[src/include/videoPixel_config.svh]
// Video pixel generator configuration
`ifndef VIDEO_PIXEL_CONFIG_SVH
`define VIDEO_PIXEL_CONFIG_SVH

// Display counter widths
// 11 bits reach full HD
`define H_WIDTH 11
`define V_WIDTH 11

// FIFO depths per stage
`define DOT_FIFO_DEPTH 16
`define PIXEL_FIFO_DEPTH 16

// Square side growth per frame
// Must stay well below the display width
`define SCENE_STEP 2

`endif

[src/videoPixelPkg.sv]
// Video pixel types
`include "videoPixel_config.svh"

package videoPixelPkg;

	//--------------------------------------------------------------------
	// Display coordinates and sizes
	//--------------------------------------------------------------------
	typedef logic [`H_WIDTH-1:0] hPos_t;
	typedef logic [`V_WIDTH-1:0] vPos_t;

	//--------------------------------------------------------------------
	// Colour formats, 4 bits per channel
	//--------------------------------------------------------------------
	// Layer dot with alpha in the top nibble
	typedef struct packed {
		logic [3:0] alpha;
		logic [3:0] red;
		logic [3:0] green;
		logic [3:0] blue;
	} argbDot_t;

	// Final display pixel, alpha removed
	typedef struct packed {
		logic [3:0] red;
		logic [3:0] green;
		logic [3:0] blue;
	} rgbPixel_t;

endpackage

[src/pixelDrawPosition.sv]
// Raster position counter
`timescale 1ns/100ps

module pixelDrawPosition (
	input  logic                iClk,
	input  logic                rstN,
	input  videoPixelPkg::hPos_t hDisplay,
	input  videoPixelPkg::vPos_t vDisplay,
	input  logic                advance,
	output videoPixelPkg::hPos_t hPos,
	output videoPixelPkg::vPos_t vPos,
	output logic                posValid,
	output logic                frameEnd
);
	import videoPixelPkg::*;

	// Last column and row, registered against wire delay
	hPos_t hMax;
	vPos_t vMax;
	hPos_t hCount;
	vPos_t vCount;
	// Limits are loaded one cycle after reset
	logic sizeReady;
	logic step;

	always_ff @(posedge iClk)
	begin
		hMax <= hDisplay - 1'b1;
		vMax <= vDisplay - 1'b1;
	end

	assign step = advance & sizeReady;

	//--------------------------------------------------------------------
	// Raster walk, row by row
	//--------------------------------------------------------------------
	always_ff @(posedge iClk or negedge rstN)
	begin
		if (!rstN)
		begin
			hCount    <= '0;
			vCount    <= '0;
			sizeReady <= 1'b0;
		end
		else
		begin
			sizeReady <= 1'b1;
			if (step)
			begin
				if (hCount == hMax)
				begin
					hCount <= '0;
					// Wrap to top after last row
					vCount <= (vCount == vMax) ? '0 : vCount + 1'b1;
				end
				else
					hCount <= hCount + 1'b1;
			end
		end
	end

	assign hPos     = hCount;
	assign vPos     = vCount;
	assign posValid = step;
	// Bottom-right dot closes the frame
	assign frameEnd = step && (hCount == hMax) && (vCount == vMax);

endmodule

[src/syncFifo.sv]
// Synchronous FIFO with typed payload
`timescale 1ns/100ps

module syncFifo #(
	parameter type payload_t = logic [7:0],
	parameter int  depth     = 16
) (
	input  logic     iClk,
	input  logic     rstN,
	input  logic     writeEn,
	input  payload_t writeData,
	input  logic     readEn,
	output payload_t readData,
	output logic     readValid,
	output logic     empty,
	output logic     almostFull
);

	localparam int ptrWidth   = (depth > 1) ? $clog2(depth) : 1;
	localparam int countWidth = $clog2(depth + 1);

	payload_t              mem [depth];
	logic [ptrWidth-1:0]   wrPtr;
	logic [ptrWidth-1:0]   rdPtr;
	// Occupancy, 0 to depth
	logic [countWidth-1:0] count;

	//--------------------------------------------------------------------
	// Storage and read port
	//--------------------------------------------------------------------
	always_ff @(posedge iClk)
	begin
		if (writeEn)
			mem[wrPtr] <= writeData;
		// Data lands one cycle after the read enable
		if (readEn)
			readData <= mem[rdPtr];
	end

	//--------------------------------------------------------------------
	// Pointers and occupancy
	//--------------------------------------------------------------------
	always_ff @(posedge iClk or negedge rstN)
	begin
		if (!rstN)
		begin
			wrPtr     <= '0;
			rdPtr     <= '0;
			count     <= '0;
			readValid <= 1'b0;
		end
		else
		begin
			readValid <= readEn;
			if (writeEn)
				wrPtr <= (wrPtr == ptrWidth'(depth - 1)) ? '0 : wrPtr + 1'b1;
			if (readEn)
				rdPtr <= (rdPtr == ptrWidth'(depth - 1)) ? '0 : rdPtr + 1'b1;
			// Simultaneous write and read leaves count alone
			if (writeEn && !readEn)
				count <= count + 1'b1;
			else if (readEn && !writeEn)
				count <= count - 1'b1;
		end
	end

	assign empty      = (count == '0);
	// Two or fewer free slots, room for producer pipeline
	assign almostFull = (count >= countWidth'(depth - 2));

endmodule

[src/sceneChange.sv]
// Growing square scene layer
`timescale 1ns/100ps
`include "videoPixel_config.svh"

module sceneChange (
	input  logic                   iClk,
	input  logic                   rstN,
	input  videoPixelPkg::hPos_t    hDisplay,
	input  videoPixelPkg::argbDot_t sceneColor,
	input  videoPixelPkg::hPos_t    hPos,
	input  videoPixelPkg::vPos_t    vPos,
	input  logic                   posValid,
	input  logic                   frameEnd,
	output logic                   almostFull,
	output logic                   dotFifoEmpty,
	input  logic                   dotReadEn,
	output videoPixelPkg::argbDot_t dot,
	output logic                   dotValid
);
	import videoPixelPkg::*;

	// Square side in force for the current frame
	hPos_t             side;
	// One extra bit so the sum cannot wrap
	logic [`H_WIDTH:0] sideNext;
	logic              inSquare;
	argbDot_t          dotReg;
	logic              dotWrite;

	//--------------------------------------------------------------------
	// Per-frame animation, one step per frame
	//--------------------------------------------------------------------
	assign sideNext = {1'b0, side} + (`H_WIDTH + 1)'(`SCENE_STEP);

	always_ff @(posedge iClk or negedge rstN)
	begin
		if (!rstN)
			side <= '0;
		else if (frameEnd)
			// Back to empty once wider than the display
			side <= (sideNext > {1'b0, hDisplay}) ? '0 : sideNext[`H_WIDTH-1:0];
	end

	//--------------------------------------------------------------------
	// Dot selection
	//--------------------------------------------------------------------
	// Top-left anchored square
	assign inSquare = (hPos < side) && (vPos < side);

	// Dot payload register
	always_ff @(posedge iClk)
	begin
		if (posValid)
			dotReg <= inSquare ? sceneColor : '0;
	end

	always_ff @(posedge iClk or negedge rstN)
	begin
		if (!rstN)
			dotWrite <= 1'b0;
		else
			dotWrite <= posValid;
	end

	// Layer output buffer
	syncFifo #(
		.payload_t (argbDot_t),
		.depth     (`DOT_FIFO_DEPTH)
	) dotFifo (
		.iClk       (iClk),
		.rstN       (rstN),
		.writeEn    (dotWrite),
		.writeData  (dotReg),
		.readEn     (dotReadEn),
		.readData   (dot),
		.readValid  (dotValid),
		.empty      (dotFifoEmpty),
		.almostFull (almostFull)
	);

endmodule

[src/dotMergeToPixel.sv]
// Dot to pixel alpha merge
`timescale 1ns/100ps
`include "videoPixel_config.svh"

module dotMergeToPixel (
	input  logic                    iClk,
	input  logic                    rstN,
	input  videoPixelPkg::rgbPixel_t backColor,
	input  videoPixelPkg::argbDot_t  dot,
	input  logic                    dotValid,
	input  logic                    pixelReadEn,
	output videoPixelPkg::rgbPixel_t pixel,
	output logic                    pixelValid,
	output logic                    pixelFifoEmpty,
	output logic                    pixelAlmostFull
);
	import videoPixelPkg::*;

	rgbPixel_t blended;
	rgbPixel_t pixelReg;
	logic      pixelWrite;

	// One channel of the blend, nibble result
	function automatic logic [3:0] blendChannel(
		input logic [3:0] alpha,
		input logic [3:0] front,
		input logic [3:0] back
	);
		logic [7:0] mix;
		// Weights sum to 16, max 240 fits 8 bits
		mix = alpha * front + (8'd16 - alpha) * back;
		if (alpha == 4'd15)
			blendChannel = front;
		else if (alpha == 4'd0)
			blendChannel = back;
		else
			blendChannel = mix[7:4];
	endfunction

	//--------------------------------------------------------------------
	// Blend stage, one register
	//--------------------------------------------------------------------
	always_comb
	begin
		blended.red   = blendChannel(dot.alpha, dot.red, backColor.red);
		blended.green = blendChannel(dot.alpha, dot.green, backColor.green);
		blended.blue  = blendChannel(dot.alpha, dot.blue, backColor.blue);
	end

	always_ff @(posedge iClk)
	begin
		if (dotValid)
			pixelReg <= blended;
	end

	always_ff @(posedge iClk or negedge rstN)
	begin
		if (!rstN)
			pixelWrite <= 1'b0;
		else
			pixelWrite <= dotValid;
	end

	// Output buffer towards display
	syncFifo #(
		.payload_t (rgbPixel_t),
		.depth     (`PIXEL_FIFO_DEPTH)
	) pixelFifo (
		.iClk       (iClk),
		.rstN       (rstN),
		.writeEn    (pixelWrite),
		.writeData  (pixelReg),
		.readEn     (pixelReadEn),
		.readData   (pixel),
		.readValid  (pixelValid),
		.empty      (pixelFifoEmpty),
		.almostFull (pixelAlmostFull)
	);

endmodule

[src/videoPixelGen.sv]
// Video pixel generator top
`timescale 1ns/100ps

module videoPixelGen (
	input  logic                    iClk,
	input  logic                    rstN,
	input  videoPixelPkg::hPos_t     hDisplay,
	input  videoPixelPkg::vPos_t     vDisplay,
	input  videoPixelPkg::argbDot_t  sceneColor,
	input  videoPixelPkg::rgbPixel_t backColor,
	input  logic                    displayCke,
	output videoPixelPkg::rgbPixel_t pixel,
	output logic                    pixelValid
);
	import videoPixelPkg::*;

	// Raster position stream
	hPos_t    hPos;
	vPos_t    vPos;
	logic     posValid;
	logic     frameEnd;
	logic     advance;
	// Scene layer side
	logic     dotAlmostFull;
	logic     dotFifoEmpty;
	logic     dotReadEn;
	argbDot_t dot;
	logic     dotValid;
	// Merge side
	logic     pixelReadEn;
	logic     pixelFifoEmpty;
	logic     pixelAlmostFull;

	//--------------------------------------------------------------------
	// Flow control between stages
	//--------------------------------------------------------------------
	// Counter holds once the dot FIFO nears full
	assign advance     = ~dotAlmostFull;
	// Merge pulls dots while the pixel FIFO has room
	assign dotReadEn   = ~dotFifoEmpty & ~pixelAlmostFull;
	// Display drains with its clock enable
	assign pixelReadEn = displayCke & ~pixelFifoEmpty;

	//--------------------------------------------------------------------
	// Stage instances
	//--------------------------------------------------------------------
	pixelDrawPosition positionCounter (
		.iClk     (iClk),
		.rstN     (rstN),
		.hDisplay (hDisplay),
		.vDisplay (vDisplay),
		.advance  (advance),
		.hPos     (hPos),
		.vPos     (vPos),
		.posValid (posValid),
		.frameEnd (frameEnd)
	);

	sceneChange sceneLayer (
		.iClk         (iClk),
		.rstN         (rstN),
		.hDisplay     (hDisplay),
		.sceneColor   (sceneColor),
		.hPos         (hPos),
		.vPos         (vPos),
		.posValid     (posValid),
		.frameEnd     (frameEnd),
		.almostFull   (dotAlmostFull),
		.dotFifoEmpty (dotFifoEmpty),
		.dotReadEn    (dotReadEn),
		.dot          (dot),
		.dotValid     (dotValid)
	);

	dotMergeToPixel mergeStage (
		.iClk            (iClk),
		.rstN            (rstN),
		.backColor       (backColor),
		.dot             (dot),
		.dotValid        (dotValid),
		.pixelReadEn     (pixelReadEn),
		.pixel           (pixel),
		.pixelValid      (pixelValid),
		.pixelFifoEmpty  (pixelFifoEmpty),
		.pixelAlmostFull (pixelAlmostFull)
	);

endmodule

[config.mk]
export PLATFORM = sky130hd
export DESIGN_NAME = videoPixelGen
export DESIGN_NICKNAME = d
export VERILOG_FILES = /design/src/videoPixelPkg.sv /design/src/pixelDrawPosition.sv /design/src/syncFifo.sv /design/src/sceneChange.sv /design/src/dotMergeToPixel.sv /design/src/videoPixelGen.sv
export VERILOG_INCLUDE_DIRS = /design/src /design/src/include
export SDC_FILE = /design/constraint.sdc
export NUM_CORES = 1
export LEC_CHECK = 0
export ABC_AREA = 1
export BUFFER_PORTS_ARGS = -buffer_cell sky130_fd_sc_hd__buf_2
export CAP_MARGIN = 20
export CORE_MARGIN = 2
export CORE_UTILIZATION = 55
export CTS_BUF_LIST = sky130_fd_sc_hd__clkbuf_4
export DETAILED_ROUTE_END_ITERATION = 6
export PLACE_DENSITY_LB_ADDON = 0.2
export SLEW_MARGIN = 10
export SYNTH_ARGS = -nofsm -noshare
export SYNTH_HDL_FRONTEND = slang
export SYNTH_SLANG_ARGS = --single-unit
[constraint.sdc]
create_clock -name iClk -period 11.7 [get_ports iClk]
set_input_delay 0.585 -clock iClk [delete_from_list [all_inputs] [get_ports iClk]]
set_output_delay 0.585 -clock iClk [all_outputs]
set_load 0.02 [all_outputs]
# ---- Word-level counts from Yosys, hierarchy flattened
# Memories as Yosys holds them, arrays and structs flattened. A register that Yosys moved wholly into a read port is not among the register bits.
# Cells that the tools add are included.
# W data, S select, Z words.
dict set report totals {
  output_inout_bits 13
  ramBits 448
  memories 2
  reg_bits 114
  input_bits 53
}
# memory words word_bits read_ports rd_ports_with_merged_regs write_ports line
set memory_table {}
lappend memory_table {sceneLayer.dotFifo.mem 16 16 1 1 1 syncFifo.sv:22} ;# payload_t mem [depth];
lappend memory_table {mergeStage.pixelFifo.mem 16 12 1 1 1 syncFifo.sv:22}
dict set report classes {
  reduce_logical 17
  n_eq_ne 7
  order_cmp 5
  n_bitwise 7
  mul 6
  add_sub_neg 17
  mux 21
}
# op n
set op_table {}
lappend op_table {{$mux W4} 10}
lappend op_table {{$mux W11} 3}
lappend op_table {{$add A8 B8 Y8} 3}
lappend op_table {{$mul A4 B4 Y8} 3}
lappend op_table {{$mul A8 B4 Y8} 3}
lappend op_table {{$add A11 B1 Y11 const B} 2}
lappend op_table {{$eq A11 B11 Y1} 2}
lappend op_table {{$lt A11 B11 Y1} 2}
lappend op_table {{$sub A11 B1 Y11 const B} 2}
lappend op_table {{$eq A4 B4 Y1 const B} 5}
lappend op_table {{$mux W5} 4}
lappend op_table {{$add A4 B1 Y4 const B} 4}
lappend op_table {{$add A11 B2 Y12 const B} 1}
lappend op_table {{$gt A12 B11 Y1} 1}
lappend op_table {{$add A5 B1 Y5 const B} 2}
lappend op_table {{$ge A5 B4 Y1 const B} 2}
lappend op_table {{$logic_not A5 Y1} 2}
lappend op_table {{$sub A5 B1 Y5 const B} 2}
lappend op_table {{$logic_and A1 B1 Y1} 7}
lappend op_table {{$sub A5 B4 Y6 const A} 1}
lappend op_table {{$logic_not A1 Y1} 4}
lappend op_table {{$logic_not A4 Y1} 1}
lappend op_table {{$mux W1} 4}
lappend op_table {{$not A1 Y1} 4}
lappend op_table {{other kinds (3)} 6}

# ---- Depth between registers and ports, before layout
# Gate-level depths: netlist (run 1).
dict set report depth {
  depth_word 6
  mapped_depth 26
  ltp_nobuf 24
}

# ---- Hierarchy
# A second synthesis (run 1) with hierarchy kept.
dict set report unflattened {
  cells_unflattened 3348
  area_unflattened_um2 30748.2
}
# module seq_area_each_um2 area_each_um2 instances cells_each
set modules_own_cells {}
lappend modules_own_cells {{syncFifo (sceneLayer.dotFifo)} 8518.2 12465.7 1 1230}
lappend modules_own_cells {{syncFifo (mergeStage.pixelFifo)} 6476.2 9572.9 1 903}
lappend modules_own_cells {dotMergeToPixel 385.4 4141.5 1 594}
lappend modules_own_cells {pixelDrawPosition 1016.0 2477.4 1 345}
lappend modules_own_cells {sceneChange 755.7 2073.2 1 272}
lappend modules_own_cells {videoPixelGen 0.0 17.5 1 4}

# ---- Worst setup path before layout (run 1)
# OpenSTA, ideal clock, no wires.
dict set report synth_timing {
  path_type {flip-flop to flip-flop}
  from {reg sceneLayer.dotFifo.readData[12] (netlist name)}
  to {reg mergeStage.pixelReg[11] in the netlist's numbering (data pin)}
  path_buffers 2
  required_ns 11.447
  stages_incl_launch_ff 26
  slack_ns 7.108
  synth_period_minus_slack_ns 4.592
  arrival_time_ns 4.339
  path_cell_list {edfxtp_1 > inv_1 > ha_1 > nand2_1 > nor2_1 > inv_1 > buf_4 > buf_2 > nor2_1 > fa_1 > inv_1 > fa_1 > inv_1 > fa_1 > inv_1 > fa_1 > inv_1 > ha_1 > nand2_1 > o21a_1 > nand2_1 > nor2_1 > nor2_1 > nand2_1 > nand2_1 > nand2_1}
}
# element line
set synth_rtl {}
lappend synth_rtl {{end signal: assignment} dotMergeToPixel.sv:53} ;# pixelReg <= blended;
lappend synth_rtl {{end: declaration} dotMergeToPixel.sv:20} ;# rgbPixel_t pixelReg;

==> flow_summary_export.csv, run 1 <==
group,metric,value,unit
sta,post-route-min-period,5830,ps
global_route,grt.overflow.total,0,
global_route,top_usage_layer,"met2",
setup_path,path_class,"reg -> reg",
placement,io_buffers,65,
logic_synthesis,yosysMostFrequentCell,"nand2_1",
logic_synthesis,synth_area_leaders,"edfxtp_1 54%, nand2_1 7.5%, dfrtp_1 5.6%, ha_1 4.4%, inv_1 4.3%",
route,drtAntennaViolNets,0,
setup_path,crit_required,12380,ps
global_route,use_met1,33.6,%
logic_synthesis,synth_async_sr_flop_share,10.7,%
layout,drive_gt1_share,13.2,%
clocking,clkSinkCount,589,
route,wl_per_cell,18.1,µm
clocking,insertion_delay,970,ps
global_route,grt_pass1_vias,19700,
floorplanning,die_h,231,µm
setup_path,path_cells,"inv_1 -> ha_1 -> nand2_1 -> nor2_1 -> inv_1 -> nor2_1 -> fa_1 -> inv_1 -> fa_1 -> inv_1 -> fa_1 -> inv_1 -> fa_1 -> inv_1 -> ha_1 -> nand2_1 -> o21a_1 -> nand2_1 -> nor2_1 -> nor2_1 -> nand2_1 -> nand2_1 -> nand2_1",
outcome,status,"completed",
route,vias_per_cell,5.45,
route,wl,66300,µm
global_route,grt_util_met3,5.20,%
route,drt_iter0_markers,1892,
placement,gp_congestion,0.891,
floorplanning,dieArea,0.0533,mm²
logic_synthesis,yosys.area.top_type,"edfxtp_1",
sta,hold_viol_final,0,
floorplanning,die_width,231,µm
sta,worstMarginPinSlew,1070,ps
logic_synthesis,ys_warn_count,0,
hold_path,min_path_type,"in -> reg",
sta,max_freq,171,MHz
global_route,track_usage,25.7,%
logic_synthesis,synthesis.nets,2863,
layout,area_growth,12.5,%
setup_path,path_max_fanout,29,
logic_synthesis,syn-cell-area,0.0283,mm²
floorplanning,rows,83,
logic_synthesis,synthCells,2651,
clocking,path_clk_slew,60,ps
logic_synthesis,yosysSeqAreaShare,60.6,%
logic_synthesis,synth_top_area_share,53.5,%
clocking,numCtsBuffers,149,
layout,instances_no_fill,3658,
sta,tns,0,ps
setup_path,max_stage_delay,900,ps
sta,min_period_over_period,49.9,%
setup_path,cp.arrival,6520,ps
route,drcViolationCount,0,
floorplanning,io_pins,66,
logic_synthesis,yosysUniqueCellTypes,46,
layout,finalNetCount,3074,
placement,dp.cells,3332,
global_route,grt_use_met2,42.6,%
sta,finalSetupViolCount,0,
global_route,antenna_found_initial,1,
clocking,clk_path_buf_depth,3,
setup_path,critPathSlowestCell,"edfxtp_1",
logic_synthesis,ys_ff_latch,589,
sta,finClkSkew,80.7,ps
clocking,post_cts_buffers,0,
floorplanning,initial_utilization,55.4,%
route,via_count,19900,
logic_synthesis,synth-edff-count,504,
sta,rsz0062_at_grt,"no",
logic_synthesis,yosys-top-cells-count,"566 x nand2_1, 504 x edfxtp_1, 321 x inv_1, 256 x nor2_1, 182 x o21ai_0",
logic_synthesis,syn_avg_cell_area,10.7,µm²
logic_synthesis,ys.flop_type,"edfxtp_1",
clocking,cts_root_buf,"clkbuf_4",
layout,n_fill_cell,4109,
placement,place_hpwl,41100,µm
sta,slew_viol_final,0,
global_route,grt_first_pass_wirelength,105000,µm
global_route,grt_max_degree,103,
sta,maxSlewHeadroom,28.1,%
floorplanning,coreArea,0.0511,mm²
job,max_cap_violations,0,
setup_path,critPathCaptureType,"flip-flop",
clocking,cts_tree,"built",
clocking,h-tree-depth,4,
setup_path,start_kind,"flip-flop",
route,dr.pass1.iters,6,
[through the flow]
step                      hold slack, ps  worst slack, ps  utilization, %  area, µm²
after global placement               454             5970            57.3      29300
after detailed placement             464             5900            57.3      29300
final                               90.9             5870            62.3      31800
after floorplan                      289             7110               -      28300
after global routing                14.0             5340            62.3      31800
after CTS                          0.932             5870            62.2      31800
[layout make-up]
class / count / area (µm²) / area share, %
antenna: 1 / 2.50 / 0.00786
clock buffer: 223 / 1670 / 5.26
clock inverter: 43 / 260 / 0.818
inverter: 333 / 1250 / 3.93
multi-input combinational: 1625 / 9410 / 29.6
sequential: 589 / 17200 / 53.9
tap: 680 / 851 / 2.67
timing repair buffer: 164 / 1220 / 3.83
[registers in the layout (all words and copies together) (netlist names), 5 cells and up]
name	count
positionCounter.hMax	11
sceneLayer.dotReg	16
mergeStage.pixelReg	12
positionCounter.hPos	11
mergeStage.pixelFifo.readData	12
sceneLayer.dotFifo.readData	16
sceneLayer.side	10
positionCounter.vPos	11
positionCounter.vMax	11
sceneLayer.dotFifo.count	5
mergeStage.pixelFifo.count	5
mergeStage.pixelFifo.mem	192
sceneLayer.dotFifo.mem	256
[per-layer routing]
layer / up-vias / wire length [µm]
met5: - / 0
met4: 0 / 1490
met3: 106 / 4370
met2: 686 / 32700
met1: 9632 / 27700
li1: 9515 / -
[timing repair]
action,in CTS,in global routing
hold buffers,55,0
gates resized for setup,0,0
endpoints found under the hold margin,101,0
[path summary, 6_finish.rpt]
check | to | startpoint | cells past startpoint | slack [ps]
min in group asynchronous | mergeStage.pixelFifo.rdPtr[0] | rstN | 2 | 340
worst max-delay path | mergeStage.pixelReg[11] | sceneLayer.dotFifo.readData[12] | 23 | 5870
worst min register to register | sceneLayer.dotFifo.count[4] | sceneLayer.dotFifo.count[4] | 1 | 480
worst min-delay path | sceneLayer.dotReg[12] | sceneColor[12] | 3 | 90
worst max register to register | mergeStage.pixelReg[11] | sceneLayer.dotFifo.readData[12] | 23 | 5870
max in group asynchronous | sceneLayer.dotFifo.rdPtr[0] | rstN | 2 | 10640
[cell families after synthesis]
kind of cell	synth area share, %
adders and majority gates	8.60
xor gates and xnor gates	1.61
DFF	60.6
buffers and inverters	6.18
and+or+nand+nor	15.0
AOI/OAI and AO/OA	7.96
other	0.0133
[worst max-delay path: cells and delay by family (launching register included)]
kind,cells,cell delay [ps]
buffers and inverters,6,1060
flip-flops,1,900
adder cells (fa/ha/maj),6,2700
AND/OR/NAND/NOR,10,700
AO/OA/AOI/OAI,1,180
[cell usage in the layout (no fill, tap or decap), types with 38 or more instances in the layout]
cell and n:
nor2_1 249, buf_2 64, dlygate4sd3_1 55, ha_1 100
o22ai_1 38, o21ai_0 182, clkbuf_4 223, buf_4 42
edfxtp_1 504, nand2_1 566, nand3_1 110, fa_1 59
inv_1 319, a21oi_1 87, dfrtp_1 61
Power of run 1 is left out: the tool's default activity adds up to more than one toggle a clock period on the data nets, which glitch-free logic cannot reach.
==> run 2: changes to the inputs <==
Clock period 11.7 ns to 4.8 ns, I/O delays scaled along.
==> run 2 against run 1 <==
Highest routed layer unchanged. Final cell count rose by 1.6%. Clock-buffer cell count decreased by 1. Critical endpoint is now mergeStage.pixelReg[5]. Utilization up 1.1 points.
==> flow_summary_export.csv, run 2 (synthesized netlist as in run 1, its figures left out) <==
group,metric,value,unit
outcome,status,"completed",
clocking,path_clk_slew,80,ps
sta,maxSlewHeadroom,23.3,%
layout,fin_util,63.4,%
layout,drive_gt1_share,14.1,%
placement,io_buffers,65,
layout,n_fill_cell,4045,
route,drtAntennaViolNets,0,
global_route,antenna_found_initial,2,
global_route,grt_pass1_vias,20400,
setup_path,rr_worst_depth,21,
layout,final_common_cell,"nand2_1",
hold_path,min_from,"hDisplay[4]",
route,wl_per_cell,18.3,µm
layout,top_register,"sceneLayer.dotFifo.mem",
route,dr.pass1.iters,6,
sta,min_period_over_period,96.7,%
placement,place_hpwl,42100,µm
setup_path,path_class,"reg -> reg",
floorplanning,initial_utilization,55.4,%
setup_path,critPathSlowestCell,"fa_1",
clocking,cts_tree,"built",
global_route,grt_first_pass_wirelength,107000,µm
clocking,numCtsBuffers,150,
clocking,clkSinkCount,589,
layout,seq_area,0.0172,mm²
floorplanning,coreArea,0.0511,mm²
setup_path,path_max_fanout,4,
layout,finalNetCount,3126,
layout,instances_no_fill,3716,
sta,slew_viol_final,0,
floorplanning,die_width,231,µm
layout,reg_top3,"sceneLayer.dotFifo.mem: 256 flops, mergeStage.pixelFifo.mem: 192 flops",
placement,dp.cells,3348,
global_route,grt.overflow.total,0,
route,vias_per_cell,5.44,
floorplanning,io_pins,66,
sta,hold_viol_final,0,
setup_path,cp.arrival,5360,ps
layout,area_growth,14.5,%
clocking,h-tree-depth,4,
route,drcViolationCount,0,
sta,max_freq,215,MHz
route,via_count,20200,
global_route,track_usage,26.2,%
job,max_cap_violations,0,
floorplanning,rows,83,
sta,setup_ws,158,ps
placement,gp_congestion,0.875,
clocking,insertion_delay,970,ps
hold_path,min_path_type,"in -> reg",
floorplanning,die_h,231,µm
setup_path,reg2reg_from,"sceneLayer.dotFifo.readData[14]",
sta,post-route-min-period,4640,ps
layout,largest_reg_flops,256,
placement,pre_cts_ws,35.3,ps
sta,finalSetupViolCount,0,
sta,fin_hold_ws,180,ps
sta,worstMarginPinSlew,1150,ps
setup_path,path_cells,"inv_2 -> nand3_2 -> xnor2_4 -> buf_4 -> nor2_1 -> fa_1 -> inv_1 -> fa_1 -> inv_1 -> fa_1 -> inv_1 -> fa_1 -> inv_1 -> ha_1 -> nand4_1 -> o21bai_2 -> nand2_1 -> nand2_1 -> nand2_1 -> nand3_1 -> a21oi_1",
layout,final_cell_mix,"565 x nand2_1, 504 x edfxtp_1, 316 x inv_1",
sta,finClkSkew,50.1,ps
clocking,clk_path_buf_depth,3,
floorplanning,dieArea,0.0533,mm²
setup_path,crit_required,5510,ps
setup_path,critPathCaptureType,"flip-flop",
route,drt_iter0_markers,1808,
clocking,cts_root_buf,"clkbuf_4",
layout,multi_input_area,0.00948,mm²
setup_path,start_kind,"flip-flop",
setup_path,max_stage_delay,540,ps
hold_path,hold_depth,9,
global_route,grt_max_degree,103,
route,wl,67800,µm
setup_path,worstSetupStartpoint,"sceneLayer.dotFifo.readData[14]",
run 2: critical path: cells and delay by family (launching register included):
| kind | cells | cell delay [ps] |
|---|---|---|
| AND/OR/NAND/NOR | 7 | 610 |
| XOR/XNOR | 1 | 240 |
| flip-flops | 1 | 450 |
| adder cells (fa/ha/maj) | 5 | 2360 |
| AO/OA/AOI/OAI | 2 | 300 |
| buffers and inverters | 6 | 470 |
run 2: layer usage:
metal	wire length (µm)	track usage [%]	vias up
met4	1970	10.2	0
li1	-	-	9628
met2	33800	43.9	726
met3	4190	5.74	129
met5	0	0	-
met1	27900	33.2	9722
run 2: worst paths after layout:
path                                                to  slack, ps
setup reg to reg                mergeStage.pixelReg[5]        160
hold / removal                      sceneLayer.side[9]        180
max in group asynchronous      positionCounter.hPos[1]       4060
setup / recovery                mergeStage.pixelReg[5]        160
min in group asynchronous      positionCounter.vPos[7]        400
hold reg to reg            sceneLayer.dotFifo.count[4]        470
run 2: metrics by stage:
stage / TNS (ps) / cell area (µm²)
final: 0 / 32400
after global routing: -144 / 32400
after CTS: 0 / 32200
after detailed placement: 0 / 29400
after global placement: 0 / 29400
after floorplan: 0 / 28300
run 2: area by class of cell:
cell class,instances,share of cell area [%]
clock inverters,50,0.819
inverters,333,3.87
flip-flops and latches,589,53.0
diodes,2,0.0155
clock buffers,222,5.15
repair buffers,215,5.25
multi-input cells,1625,29.3
well taps,680,2.63
run 2: what timing repair did:
item | CTS | global route
setup buffers | 0 | 4
endpoints found under the hold margin | 130 | 0
hold buffers | 87 | 0
gates resized for setup | 0 | 18
setup endpoints to repair | 0 | 10
Power of run 2 is left out for the same reason.
